### config.mk
export PLATFORM = sky130hd
export DESIGN_NAME = decode_stage
export DESIGN_NICKNAME = d
export VERILOG_FILES = /design/src/common/mips_id_pkg.sv /design/src/common/id_ctrl_if.sv /design/src/decode/hazard_unit.sv /design/src/decode/inst_decoder.sv /design/src/logic/branch_resolver.sv /design/src/logic/decode_stage.sv /design/src/logic/reg_file.sv
export SDC_FILE = /design/constraint.sdc
export NUM_CORES = 2
export LEC_CHECK = 0
export ABC_CLOCK_PERIOD_IN_PS = 6400
export BUFFER_PORTS_ARGS = -buffer_cell sky130_fd_sc_hd__buf_2
export CAP_MARGIN = 20
export CORE_MARGIN = 10
export CORE_UTILIZATION = 40
export CTS_BUF_LIST = sky130_fd_sc_hd__clkbuf_2
export CTS_CLUSTER_DIAMETER = 40
export DETAILED_ROUTE_END_ITERATION = 7
export HOLD_SLACK_MARGIN = 0.1
export PLACE_DENSITY_LB_ADDON = 0.15
export REMOVE_ABC_BUFFERS = 1
export SLEW_MARGIN = 20
export SYNTH_ARGS = -nofsm -noshare
export SYNTH_HDL_FRONTEND = slang
export SYNTH_SLANG_ARGS = --single-unit
### constraint.sdc
create_clock -name clk -period 6.4 [get_ports clk]
set_input_delay 1.28 -clock clk [delete_from_list [all_inputs] [get_ports clk]]
set_output_delay 1.28 -clock clk [all_outputs]
set_load 0.02 [all_outputs]
### src/common/mips_id_pkg.sv
`default_nettype none

package mips_id_pkg;

	////////////////////
	// widths and types
	localparam int WORD_W   = 32;
	localparam int NUM_REGS = 32;
	localparam int REG_W    = $clog2(NUM_REGS);

	typedef logic [WORD_W-1:0] word_t;
	typedef logic [REG_W-1:0]  reg_addr_t;
	typedef logic [3:0]        aluop_t;
	typedef logic [2:0]        res_src_t;
	typedef logic [5:0]        opcode_t;
	typedef logic [5:0]        funct_t;

	localparam reg_addr_t RA_REG = reg_addr_t'(31); // link register

	////////////////////
	// alu operation codes
	localparam aluop_t ALU_AND = 4'd0;
	localparam aluop_t ALU_OR  = 4'd1;
	localparam aluop_t ALU_ADD = 4'd2;
	localparam aluop_t ALU_XOR = 4'd3;
	localparam aluop_t ALU_NOR = 4'd4;
	localparam aluop_t ALU_SRL = 4'd5;
	localparam aluop_t ALU_SUB = 4'd6;
	localparam aluop_t ALU_SLT = 4'd7;
	localparam aluop_t ALU_SLL = 4'd8;

	// result source select for writeback
	localparam res_src_t RES_NONE = 3'd0;
	localparam res_src_t RES_ALU  = 3'd1;
	localparam res_src_t RES_CP0  = 3'd2;
	localparam res_src_t RES_HILO = 3'd3; // hi/lo or multiplier

	////////////////////
	// opcodes
	localparam opcode_t OP_RTYPE    = 6'h00;
	localparam opcode_t OP_J        = 6'h02;
	localparam opcode_t OP_JAL      = 6'h03;
	localparam opcode_t OP_BEQ      = 6'h04;
	localparam opcode_t OP_BNE      = 6'h05;
	localparam opcode_t OP_ADDI     = 6'h08;
	localparam opcode_t OP_ADDIU    = 6'h09;
	localparam opcode_t OP_SLTI     = 6'h0a;
	localparam opcode_t OP_ANDI     = 6'h0c;
	localparam opcode_t OP_ORI      = 6'h0d;
	localparam opcode_t OP_XORI     = 6'h0e;
	localparam opcode_t OP_LUI      = 6'h0f;
	localparam opcode_t OP_COP0     = 6'h10;
	localparam opcode_t OP_SPECIAL2 = 6'h1c;
	localparam opcode_t OP_LW       = 6'h23;
	localparam opcode_t OP_SW       = 6'h2b;

	////////////////////
	// function codes, r-type
	localparam funct_t FN_SLL     = 6'h00;
	localparam funct_t FN_SRL     = 6'h02;
	localparam funct_t FN_JR      = 6'h08;
	localparam funct_t FN_JALR    = 6'h09;
	localparam funct_t FN_SYSCALL = 6'h0c;
	localparam funct_t FN_MFHI    = 6'h10;
	localparam funct_t FN_MTHI    = 6'h11;
	localparam funct_t FN_MFLO    = 6'h12;
	localparam funct_t FN_MTLO    = 6'h13;
	localparam funct_t FN_MULT    = 6'h18;
	localparam funct_t FN_MULTU   = 6'h19;
	localparam funct_t FN_ADD     = 6'h20;
	localparam funct_t FN_ADDU    = 6'h21;
	localparam funct_t FN_SUB     = 6'h22;
	localparam funct_t FN_SUBU    = 6'h23;
	localparam funct_t FN_AND     = 6'h24;
	localparam funct_t FN_OR      = 6'h25;
	localparam funct_t FN_XOR     = 6'h26;
	localparam funct_t FN_NOR     = 6'h27;
	localparam funct_t FN_SLT     = 6'h2a;

	// special2 group
	localparam funct_t FN_MADD  = 6'h00;
	localparam funct_t FN_MADDU = 6'h01;
	localparam funct_t FN_MUL   = 6'h02;
	localparam funct_t FN_MSUB  = 6'h04;
	localparam funct_t FN_MSUBU = 6'h05;

	// cop0 forms
	localparam word_t     ERET_WORD = 32'h4200_0018;
	localparam reg_addr_t CP0_RS_MF = 5'd0;
	localparam reg_addr_t CP0_RS_MT = 5'd4;

endpackage

`default_nettype wire

### src/common/id_ctrl_if.sv
`timescale 1ns/1ps
`default_nettype none

interface id_ctrl_if;
	import mips_id_pkg::*;

	logic      beq, bne, j, jr;
	aluop_t    alu_op;
	logic      imm_sign, src_imm, lui, link;
	logic      mem_we, mem_rd;
	res_src_t  res_src;
	reg_addr_t dreg, rega, regb;
	logic      wb_we, syscall, unknown, alu_ovf, eret;
	logic      cp0_we;
	reg_addr_t cp0_reg;

	modport dec (
		output beq, bne, j, jr, alu_op, imm_sign, src_imm, lui, link,
		output mem_we, mem_rd, res_src, dreg, rega, regb,
		output wb_we, syscall, unknown, alu_ovf, eret, cp0_we, cp0_reg
	);

	modport haz (input rega, regb, beq, bne, jr);

	modport br (input beq, bne, j, jr, link);

	modport mon (
		input beq, bne, j, jr, alu_op, imm_sign, src_imm, lui, link,
		input mem_we, mem_rd, res_src, dreg, rega, regb,
		input wb_we, syscall, unknown, alu_ovf, eret, cp0_we, cp0_reg
	);

endinterface

`default_nettype wire

### src/decode/hazard_unit.sv
`timescale 1ns/1ps
`default_nettype none

module hazard_unit (
	id_ctrl_if.haz             ctrl,
	input  mips_id_pkg::reg_addr_t ex_dreg,
	input  logic               ex_wb_we,
	input  logic               ex_mem_rd,
	output logic               stall
);
	import mips_id_pkg::*;

	logic ex_live;   // execute writes a real register
	logic src_match; // ex_dreg is one of our sources
	logic br_reads;
	logic load_use;
	logic branch_use;

	assign ex_live   = (ex_dreg != '0);
	assign src_match = (ex_dreg == ctrl.rega) || (ex_dreg == ctrl.regb);
	assign br_reads  = ctrl.beq | ctrl.bne | ctrl.jr;

	////////////////////
	// load-use, data not ready until mem
	assign load_use = ex_mem_rd && src_match;

	// branches resolve in decode, so any pending alu write blocks them
	assign branch_use = ex_wb_we && br_reads && src_match;

	assign stall = ex_live && (load_use || branch_use);

endmodule

`default_nettype wire

### src/decode/inst_decoder.sv
`timescale 1ns/1ps
`default_nettype none

module inst_decoder (
	input  mips_id_pkg::word_t inst,
	id_ctrl_if.dec             ctrl
);
	import mips_id_pkg::*;

	opcode_t   op;
	reg_addr_t rs;
	reg_addr_t rt;
	reg_addr_t rd;
	reg_addr_t shamt;
	funct_t    funct;

	assign {op, rs, rt, rd, shamt, funct} = inst;

	// alu code for the register-register and shift forms
	function automatic aluop_t funct_alu(funct_t f);
		case (f)
			FN_ADD, FN_ADDU: funct_alu = ALU_ADD;
			FN_SUB, FN_SUBU: funct_alu = ALU_SUB;
			FN_SLT:          funct_alu = ALU_SLT;
			FN_AND:          funct_alu = ALU_AND;
			FN_OR:           funct_alu = ALU_OR;
			FN_XOR:          funct_alu = ALU_XOR;
			FN_NOR:          funct_alu = ALU_NOR;
			FN_SRL:          funct_alu = ALU_SRL;
			default:         funct_alu = ALU_SLL;
		endcase
	endfunction

	always_comb begin
		ctrl.beq      = 1'b0;
		ctrl.bne      = 1'b0;
		ctrl.j        = 1'b0;
		ctrl.jr       = 1'b0;
		ctrl.alu_op   = ALU_AND;
		ctrl.imm_sign = 1'b0;
		ctrl.src_imm  = 1'b0;
		ctrl.lui      = 1'b0;
		ctrl.link     = 1'b0;
		ctrl.mem_we   = 1'b0;
		ctrl.mem_rd   = 1'b0;
		ctrl.res_src  = RES_NONE;
		ctrl.dreg     = '0;
		ctrl.rega     = '0; // unused fields stay 0, never hazard
		ctrl.regb     = '0;
		ctrl.wb_we    = 1'b0;
		ctrl.syscall  = 1'b0;
		ctrl.unknown  = 1'b0;
		ctrl.alu_ovf  = 1'b0;
		ctrl.eret     = 1'b0;
		ctrl.cp0_we   = 1'b0;
		ctrl.cp0_reg  = '0;

		if (inst != '0) begin // all-zero word is the nop
			case (op)
				OP_RTYPE: begin
					case (funct)
						FN_ADD, FN_ADDU, FN_SUB, FN_SUBU, FN_SLT,
						FN_AND, FN_OR, FN_XOR, FN_NOR: begin
							ctrl.alu_op  = funct_alu(funct);
							ctrl.alu_ovf = (funct == FN_ADD) || (funct == FN_SUB); // trapping forms
							ctrl.res_src = RES_ALU;
							ctrl.wb_we   = 1'b1;
							ctrl.dreg    = rd;
							ctrl.rega    = rs;
							ctrl.regb    = rt;
						end
						FN_SLL, FN_SRL: begin
							ctrl.alu_op  = funct_alu(funct);
							ctrl.src_imm = 1'b1; // shamt as operand b
							ctrl.res_src = RES_ALU;
							ctrl.wb_we   = 1'b1;
							ctrl.dreg    = rd;
							ctrl.rega    = rt;
						end
						FN_JR: begin
							ctrl.jr   = 1'b1;
							ctrl.rega = rs;
						end
						FN_JALR: begin
							ctrl.jr      = 1'b1;
							ctrl.link    = 1'b1;
							ctrl.rega    = rs;
							ctrl.res_src = RES_ALU;
							ctrl.wb_we   = 1'b1;
							ctrl.dreg    = RA_REG;
						end
						FN_SYSCALL: ctrl.syscall = 1'b1;
						FN_MFHI, FN_MFLO: begin
							ctrl.res_src = RES_HILO;
							ctrl.wb_we   = 1'b1;
							ctrl.dreg    = rd;
						end
						FN_MTHI, FN_MTLO: ctrl.rega = rs;
						FN_MULT, FN_MULTU: begin
							ctrl.rega = rs;
							ctrl.regb = rt;
						end
						default: ctrl.unknown = 1'b1;
					endcase
				end
				OP_LW, OP_SW: begin
					ctrl.alu_op   = ALU_ADD; // address = rs + simm
					ctrl.imm_sign = 1'b1;
					ctrl.src_imm  = 1'b1;
					ctrl.rega     = rs;
					ctrl.mem_rd   = (op == OP_LW);
					ctrl.mem_we   = (op == OP_SW);
					ctrl.wb_we    = (op == OP_LW);
					ctrl.dreg     = (op == OP_LW) ? rt : '0;
					ctrl.regb     = (op == OP_SW) ? rt : '0; // store data
				end
				OP_ADDI, OP_ADDIU, OP_SLTI, OP_ANDI, OP_ORI, OP_XORI: begin
					ctrl.alu_op   = (op == OP_ANDI) ? ALU_AND :
					                (op == OP_ORI)  ? ALU_OR  :
					                (op == OP_XORI) ? ALU_XOR :
					                (op == OP_SLTI) ? ALU_SLT : ALU_ADD;
					ctrl.imm_sign = (op == OP_ADDI) || (op == OP_ADDIU) || (op == OP_SLTI);
					ctrl.alu_ovf  = (op == OP_ADDI);
					ctrl.src_imm  = 1'b1;
					ctrl.res_src  = RES_ALU;
					ctrl.wb_we    = 1'b1;
					ctrl.dreg     = rt;
					ctrl.rega     = rs;
				end
				OP_LUI: begin
					ctrl.src_imm = 1'b1;
					ctrl.lui     = 1'b1;
					ctrl.res_src = RES_ALU;
					ctrl.wb_we   = 1'b1;
					ctrl.dreg    = rt;
				end
				OP_BEQ, OP_BNE: begin
					ctrl.beq  = (op == OP_BEQ);
					ctrl.bne  = (op == OP_BNE);
					ctrl.rega = rs;
					ctrl.regb = rt;
				end
				OP_J: ctrl.j = 1'b1;
				OP_JAL: begin
					ctrl.j       = 1'b1;
					ctrl.link    = 1'b1;
					ctrl.res_src = RES_ALU;
					ctrl.wb_we   = 1'b1;
					ctrl.dreg    = RA_REG;
				end
				OP_COP0: begin
					if (inst == ERET_WORD) begin
						ctrl.eret = 1'b1;
					end else if (rs == CP0_RS_MF && inst[10:3] == '0) begin // mfc0
						ctrl.cp0_reg = rd;
						ctrl.res_src = RES_CP0;
						ctrl.wb_we   = 1'b1;
						ctrl.dreg    = rt;
					end else if (rs == CP0_RS_MT && inst[10:3] == '0) begin // mtc0
						ctrl.cp0_we  = 1'b1;
						ctrl.cp0_reg = rd;
						ctrl.regb    = rt;
					end else begin
						ctrl.unknown = 1'b1;
					end
				end
				OP_SPECIAL2: begin
					if (shamt == '0 && funct == FN_MUL) begin
						ctrl.res_src = RES_HILO;
						ctrl.wb_we   = 1'b1;
						ctrl.dreg    = rd;
						ctrl.rega    = rs;
						ctrl.regb    = rt;
					end else if (shamt == '0 && rd == '0 &&
					             funct inside {FN_MADD, FN_MADDU, FN_MSUB, FN_MSUBU}) begin
						ctrl.rega = rs; // accumulate into hi/lo
						ctrl.regb = rt;
					end else begin
						ctrl.unknown = 1'b1;
					end
				end
				default: ctrl.unknown = 1'b1;
			endcase
		end
	end

endmodule

`default_nettype wire

### src/logic/branch_resolver.sv
`timescale 1ns/1ps
`default_nettype none

module branch_resolver (
	id_ctrl_if.br              ctrl,
	input  mips_id_pkg::word_t pc_plus4,
	input  logic [25:0]        inst_index,
	input  mips_id_pkg::word_t opnd_a,
	input  mips_id_pkg::word_t opnd_b,
	input  logic               stall,
	output logic               taken,
	output mips_id_pkg::word_t target,
	output mips_id_pkg::word_t link_addr
);
	import mips_id_pkg::*;

	word_t br_off;
	word_t br_target;
	word_t jmp_target;
	logic  equal;
	logic  cond;

	assign br_off     = {{14{inst_index[15]}}, inst_index[15:0], 2'b00}; // simm << 2
	assign br_target  = pc_plus4 + br_off;
	assign jmp_target = {pc_plus4[31:28], inst_index, 2'b00}; // pseudo-direct
	assign equal      = (opnd_a == opnd_b);

	////////////////////
	// direction and target
	always_comb begin
		cond   = 1'b0;
		target = pc_plus4; // fall through
		if (ctrl.beq || ctrl.bne) begin
			cond   = ctrl.beq ? equal : !equal;
			target = br_target;
		end else if (ctrl.j) begin
			cond   = 1'b1;
			target = jmp_target;
		end else if (ctrl.jr) begin
			cond   = 1'b1;
			target = opnd_a;
		end
	end

	assign taken     = cond && !stall; // held off while operands pending
	assign link_addr = ctrl.link ? pc_plus4 + word_t'(4) : '0; // skip delay slot

endmodule

`default_nettype wire

### src/logic/decode_stage.sv
`timescale 1ns/1ps
`default_nettype none

module decode_stage (
	input  logic                   clk,
	input  logic                   arst_n,
	input  mips_id_pkg::word_t     inst,
	input  mips_id_pkg::word_t     pc_plus4,
	input  logic                   wb_we,
	input  mips_id_pkg::reg_addr_t wb_dreg,
	input  mips_id_pkg::word_t     wb_data,
	input  mips_id_pkg::reg_addr_t ex_dreg,
	input  logic                   ex_wb_we,
	input  logic                   ex_mem_rd,
	output logic                   beq, bne, jump, jr,
	output mips_id_pkg::aluop_t    alu_op,
	output logic                   imm_sign, src_imm, lui, link,
	output logic                   mem_we, mem_rd,
	output mips_id_pkg::res_src_t  res_src,
	output mips_id_pkg::reg_addr_t dreg, rega, regb,
	output logic                   wb_en, syscall, unknown, alu_ovf, eret,
	output logic                   cp0_we,
	output mips_id_pkg::reg_addr_t cp0_reg,
	output mips_id_pkg::word_t     rega_data, regb_data,
	output logic                   stall,
	output logic                   branch_taken,
	output mips_id_pkg::word_t     branch_target,
	output mips_id_pkg::word_t     link_addr
);
	import mips_id_pkg::*;

	id_ctrl_if ctrl_bus ();

	inst_decoder u_decoder (
		.inst (inst),
		.ctrl (ctrl_bus.dec)
	);

	reg_file u_reg_file (
		.clk       (clk),
		.arst_n    (arst_n),
		.rd_addr_a (ctrl_bus.rega),
		.rd_addr_b (ctrl_bus.regb),
		.rd_data_a (rega_data),
		.rd_data_b (regb_data),
		.wr_en     (wb_we),
		.wr_addr   (wb_dreg),
		.wr_data   (wb_data)
	);

	hazard_unit u_hazard (
		.ctrl      (ctrl_bus.haz),
		.ex_dreg   (ex_dreg),
		.ex_wb_we  (ex_wb_we),
		.ex_mem_rd (ex_mem_rd),
		.stall     (stall)
	);

	branch_resolver u_branch (
		.ctrl       (ctrl_bus.br),
		.pc_plus4   (pc_plus4),
		.inst_index (inst[25:0]),
		.opnd_a     (rega_data),
		.opnd_b     (regb_data),
		.stall      (stall),
		.taken      (branch_taken),
		.target     (branch_target),
		.link_addr  (link_addr)
	);

	////////////////////
	// control bundle out to ports
	assign beq      = ctrl_bus.beq;
	assign bne      = ctrl_bus.bne;
	assign jump     = ctrl_bus.j;
	assign jr       = ctrl_bus.jr;
	assign alu_op   = ctrl_bus.alu_op;
	assign imm_sign = ctrl_bus.imm_sign;
	assign src_imm  = ctrl_bus.src_imm;
	assign lui      = ctrl_bus.lui;
	assign link     = ctrl_bus.link;
	assign mem_we   = ctrl_bus.mem_we;
	assign mem_rd   = ctrl_bus.mem_rd;
	assign res_src  = ctrl_bus.res_src;
	assign dreg     = ctrl_bus.dreg;
	assign rega     = ctrl_bus.rega;
	assign regb     = ctrl_bus.regb;
	assign wb_en    = ctrl_bus.wb_we; // write enable for this instruction
	assign syscall  = ctrl_bus.syscall;
	assign unknown  = ctrl_bus.unknown;
	assign alu_ovf  = ctrl_bus.alu_ovf;
	assign eret     = ctrl_bus.eret;
	assign cp0_we   = ctrl_bus.cp0_we;
	assign cp0_reg  = ctrl_bus.cp0_reg;

endmodule

`default_nettype wire

### src/logic/reg_file.sv
`timescale 1ns/1ps
`default_nettype none

module reg_file (
	input  logic                   clk,
	input  logic                   arst_n,
	input  mips_id_pkg::reg_addr_t rd_addr_a,
	input  mips_id_pkg::reg_addr_t rd_addr_b,
	output mips_id_pkg::word_t     rd_data_a,
	output mips_id_pkg::word_t     rd_data_b,
	input  logic                   wr_en,
	input  mips_id_pkg::reg_addr_t wr_addr,
	input  mips_id_pkg::word_t     wr_data
);
	import mips_id_pkg::*;

	word_t regs [NUM_REGS];

	// zero register, then same-cycle bypass, then storage
	function automatic word_t read_port(reg_addr_t addr);
		if (addr == '0)
			read_port = '0;
		else if (wr_en && addr == wr_addr)
			read_port = wr_data;
		else
			read_port = regs[addr];
	endfunction

	always_ff @(posedge clk or negedge arst_n) begin
		if (!arst_n) begin
			for (int i = 0; i < NUM_REGS; i++)
				regs[i] <= '0;
		end else if (wr_en && wr_addr != '0) begin
			regs[wr_addr] <= wr_data; // r0 stays zero
		end
	end

	always_comb begin
		rd_data_a = read_port(rd_addr_a);
		rd_data_b = read_port(rd_addr_b);
	end

endmodule

`default_nettype wire

==> impl_metrics.tcl <==
set metrics [dict create \
    final_util 0.517 \
    layout_common_cells "1024 x dfrtp_1, 1015 x mux2_2, 894 x buf_4" \
    drtIter0Drc 8154 \
    grt-ovfl-total 0 \
    synthCells 6139 \
    die_y_um 415 \
    rr_startpoint "u_reg_file.regs[501]" \
    worst_ep_required_time_ns 5.12 \
    nFillCells 14407 \
    setup-violations-final 38 \
    cap_viol_max_count 0 \
    synth-edff-count 0 \
    first_pass_iters 7 \
    fin_ws_ns -1.49 \
    yosysSeqAreaShare 0.410 \
    reg2regPathDepth 1 \
    pre_cts_ws_ns -1.97 \
    r2r_setup_slack_ns 5.47 \
    startpoint "inst[31]" \
    gp_congestion 1.03 \
    grt.busiest_layer "met2" \
    hold_viol 0 \
    critPathLaunchType "input pin" \
    status "finished, violations left" \
    max-clock-path-buffers 4 \
    endpoint_kind "primary output" \
    hpwlAfterDp_mm 232 \
    cts.sinks 1024 \
    clock-root-buffer "clkbuf_2" \
    drive_gt1_frac 0.453 \
    cts_buffers 307 \
    drc 0 \
    core.rowCount 145 \
    largest_register "u_reg_file.regs" \
    synth_area_um2 62500 \
    rsz0062_at_grt "yes" \
    grt_pass1_wl_mm 477 \
    h-tree-depth 5 \
    crit_arrival_ns 6.61 \
    vias 63371 \
    synthFlopType "dfrtp_1" \
    power_density_nw_per_um2 233 \
    leakagePower_nw 36.0 \
    top_regs "u_reg_file.regs (1024)" \
    crit_slowest_cell "or4_4" \
    grt_util_met1 0.472 \
    clk_pin_slew_worst_paths_ns 0.08 \
    slew_violations 0 \
    io_pins 284 \
    regArea_um2 25600 \
    crit_cells 27 \
    ys_ff_latch 1024 \
    ys_async_sr_fraction 1.00 \
    crit_fanout 5 \
    antenna_found_initial 25 \
    critPathTopFamily "buffers and inverters" \
    grt_pass1_vias 62071 \
    violations "negative setup slack" \
    worst-slew-pin-transition_ns 1.34 \
    ys.warnings.count 0 \
    path_common_cell "buf_4" \
    insertion_delay_ns 1.89 \
    nets 7415 \
    initial_core_util 0.401 \
    hold_class "input pin to flip-flop" \
    slew_headroom 0.109 \
    synth.distinct_cells 113 \
    use_met2 0.558 \
    core_um2 156000 \
    io_buffers 282 \
    crit_end "branch_taken" \
    fin_skew_ns 0 \
    largest_reg_flops 1024 \
    die_w_um 415 \
    postSynthAreaPerCell_um2 10.2 \
    die_area_um2 173000 \
    grt_start_max_net_pins 154 \
    critPathBufInv 14 \
    cts_tree "yes" \
    cp_slowest_stage_delay_ns 0.52 \
    drt.antenna.violating_nets 0 \
    rr_endpoint "u_reg_file.regs[501]" \
    critPathKind "input pin to primary output" \
    vdd_drop_max_v 0.000181 \
    met3_usage 0.111 \
    grtUsageTotal 0.382 \
    wirelength_mm 345 \
    layout_commonest_cell "dfrtp_1" \
    routed_via_density 6.64 \
    min_period_over_period 1.23 \
    wire_per_inst_um 36.1 \
    syn2layout_area_growth_pct 28.8 \
    period_minus_slack_ns 7.89 \
    multi_input_area_um2 36300 \
    maxClockFrequency_ghz 0.127 \
]
final cells by class:
class	instances	share of cell area
sequential	1024	0.318
timing repair buffer	1461	0.164
clock buffer	431	0.0268
multi-input combinational	4426	0.450
antenna	21	0.000653
inverter	52	0.00317
timing repair inverter	1	0.000202
tap	2058	0.0320
clock inverter	69	0.00466
kinds of logic (layout without fill, tap and decap cells):
family	count (synthesis)	in the layout	synth area share
AO/OA/AOI/OAI	1418	1418	0.156
XOR/XNOR	79	79	0.0111
adder cells (fa/ha/maj)	31	31	0.00632
buffers and inverters	690	2014	0.0476
flip-flops	1024	1024	0.410
multiplexers	1363	1363	0.255
other	1	22	0.0000600
AND/OR/NAND/NOR	1533	1534	0.115
metrics by stage:
step	area, um2	cells	hold WS [ns]	power (W)	setup TNS (ns)
after floorplan	59700	5501	0.354	0.0111	-782.24
after global placement	72600	8802	0.364	0.0131	-31.42
after detailed placement	72700	8803	0.366	0.0132	-29.72
after CTS	79300	9484	0.105	0.0185	-7.55
after global routing	80500	9527	0.242	0.0195	-10.55
final	80500	9543	0.291	0.0187	-7.96
what timing repair did:
action / CTS / global route
pin swaps: 140 / 103
resized for setup: 517 / 206
setup buffers: 142 / 49
cloned: 12 / 4
endpoints found under the setup margin: 71 / 70
hold buffers: 39 / 0
hold endpoints to repair: 1049 / 0
worst min-delay path by stage:
| stage | slack (ns) | from | to | cells after the start |
|---|---|---|---|---|
| 4_1_cts | 0.11 | wb_dreg[0] | u_reg_file.regs[469] | 6 |
| 3_5_place_dp | 0.37 | u_reg_file.regs[1009] | u_reg_file.regs[1009] | 0 |
| 5_1_grt | 0.24 | wb_dreg[0] | u_reg_file.regs[469] | 6 |
| 2_1_floorplan | 0.35 | u_reg_file.regs[1009] | u_reg_file.regs[1009] | 0 |
| 3_3_place_gp | 0.36 | u_reg_file.regs[997] | u_reg_file.regs[997] | 0 |
| 6_report | 0.29 | wb_dreg[0] | u_reg_file.regs[464] | 6 |
cells in the mapped netlist (all sizes together) (61+ instances only):
master | number | area, um2
nor3 | 72 | 387
nand2 | 636 | 2390
o211ai | 61 | 463
clkbuf | 392 | 1470
dfrtp | 1024 | 25600
nor2 | 284 | 1080
and3 | 120 | 751
mux4 | 81 | 1820
o22ai | 113 | 707
buf | 246 | 1300
mux2i | 265 | 2650
o21ai | 291 | 1460
a211oi | 133 | 1010
nand3 | 204 | 1030
a31oi | 83 | 519
a21oi | 261 | 1340
o221ai | 62 | 543
mux2 | 1017 | 11500
report_power, final:
part	total [W]	switching, W	leakage (nW)	internal, W
Clock	0.00503	0.00309	1.98	0.00194
Sequential	0.00876	0.00107	13.1	0.00769
Combinational	0.00494	0.00251	20.8	0.00244
metal layers:
metal  part of all wire  wire length [um]
met4              0.091             31400
met3               0.12             40500
met1               0.37            128000
met5            0.00038               130
met2               0.42            145000
Power figures use the tool's default switching activity.
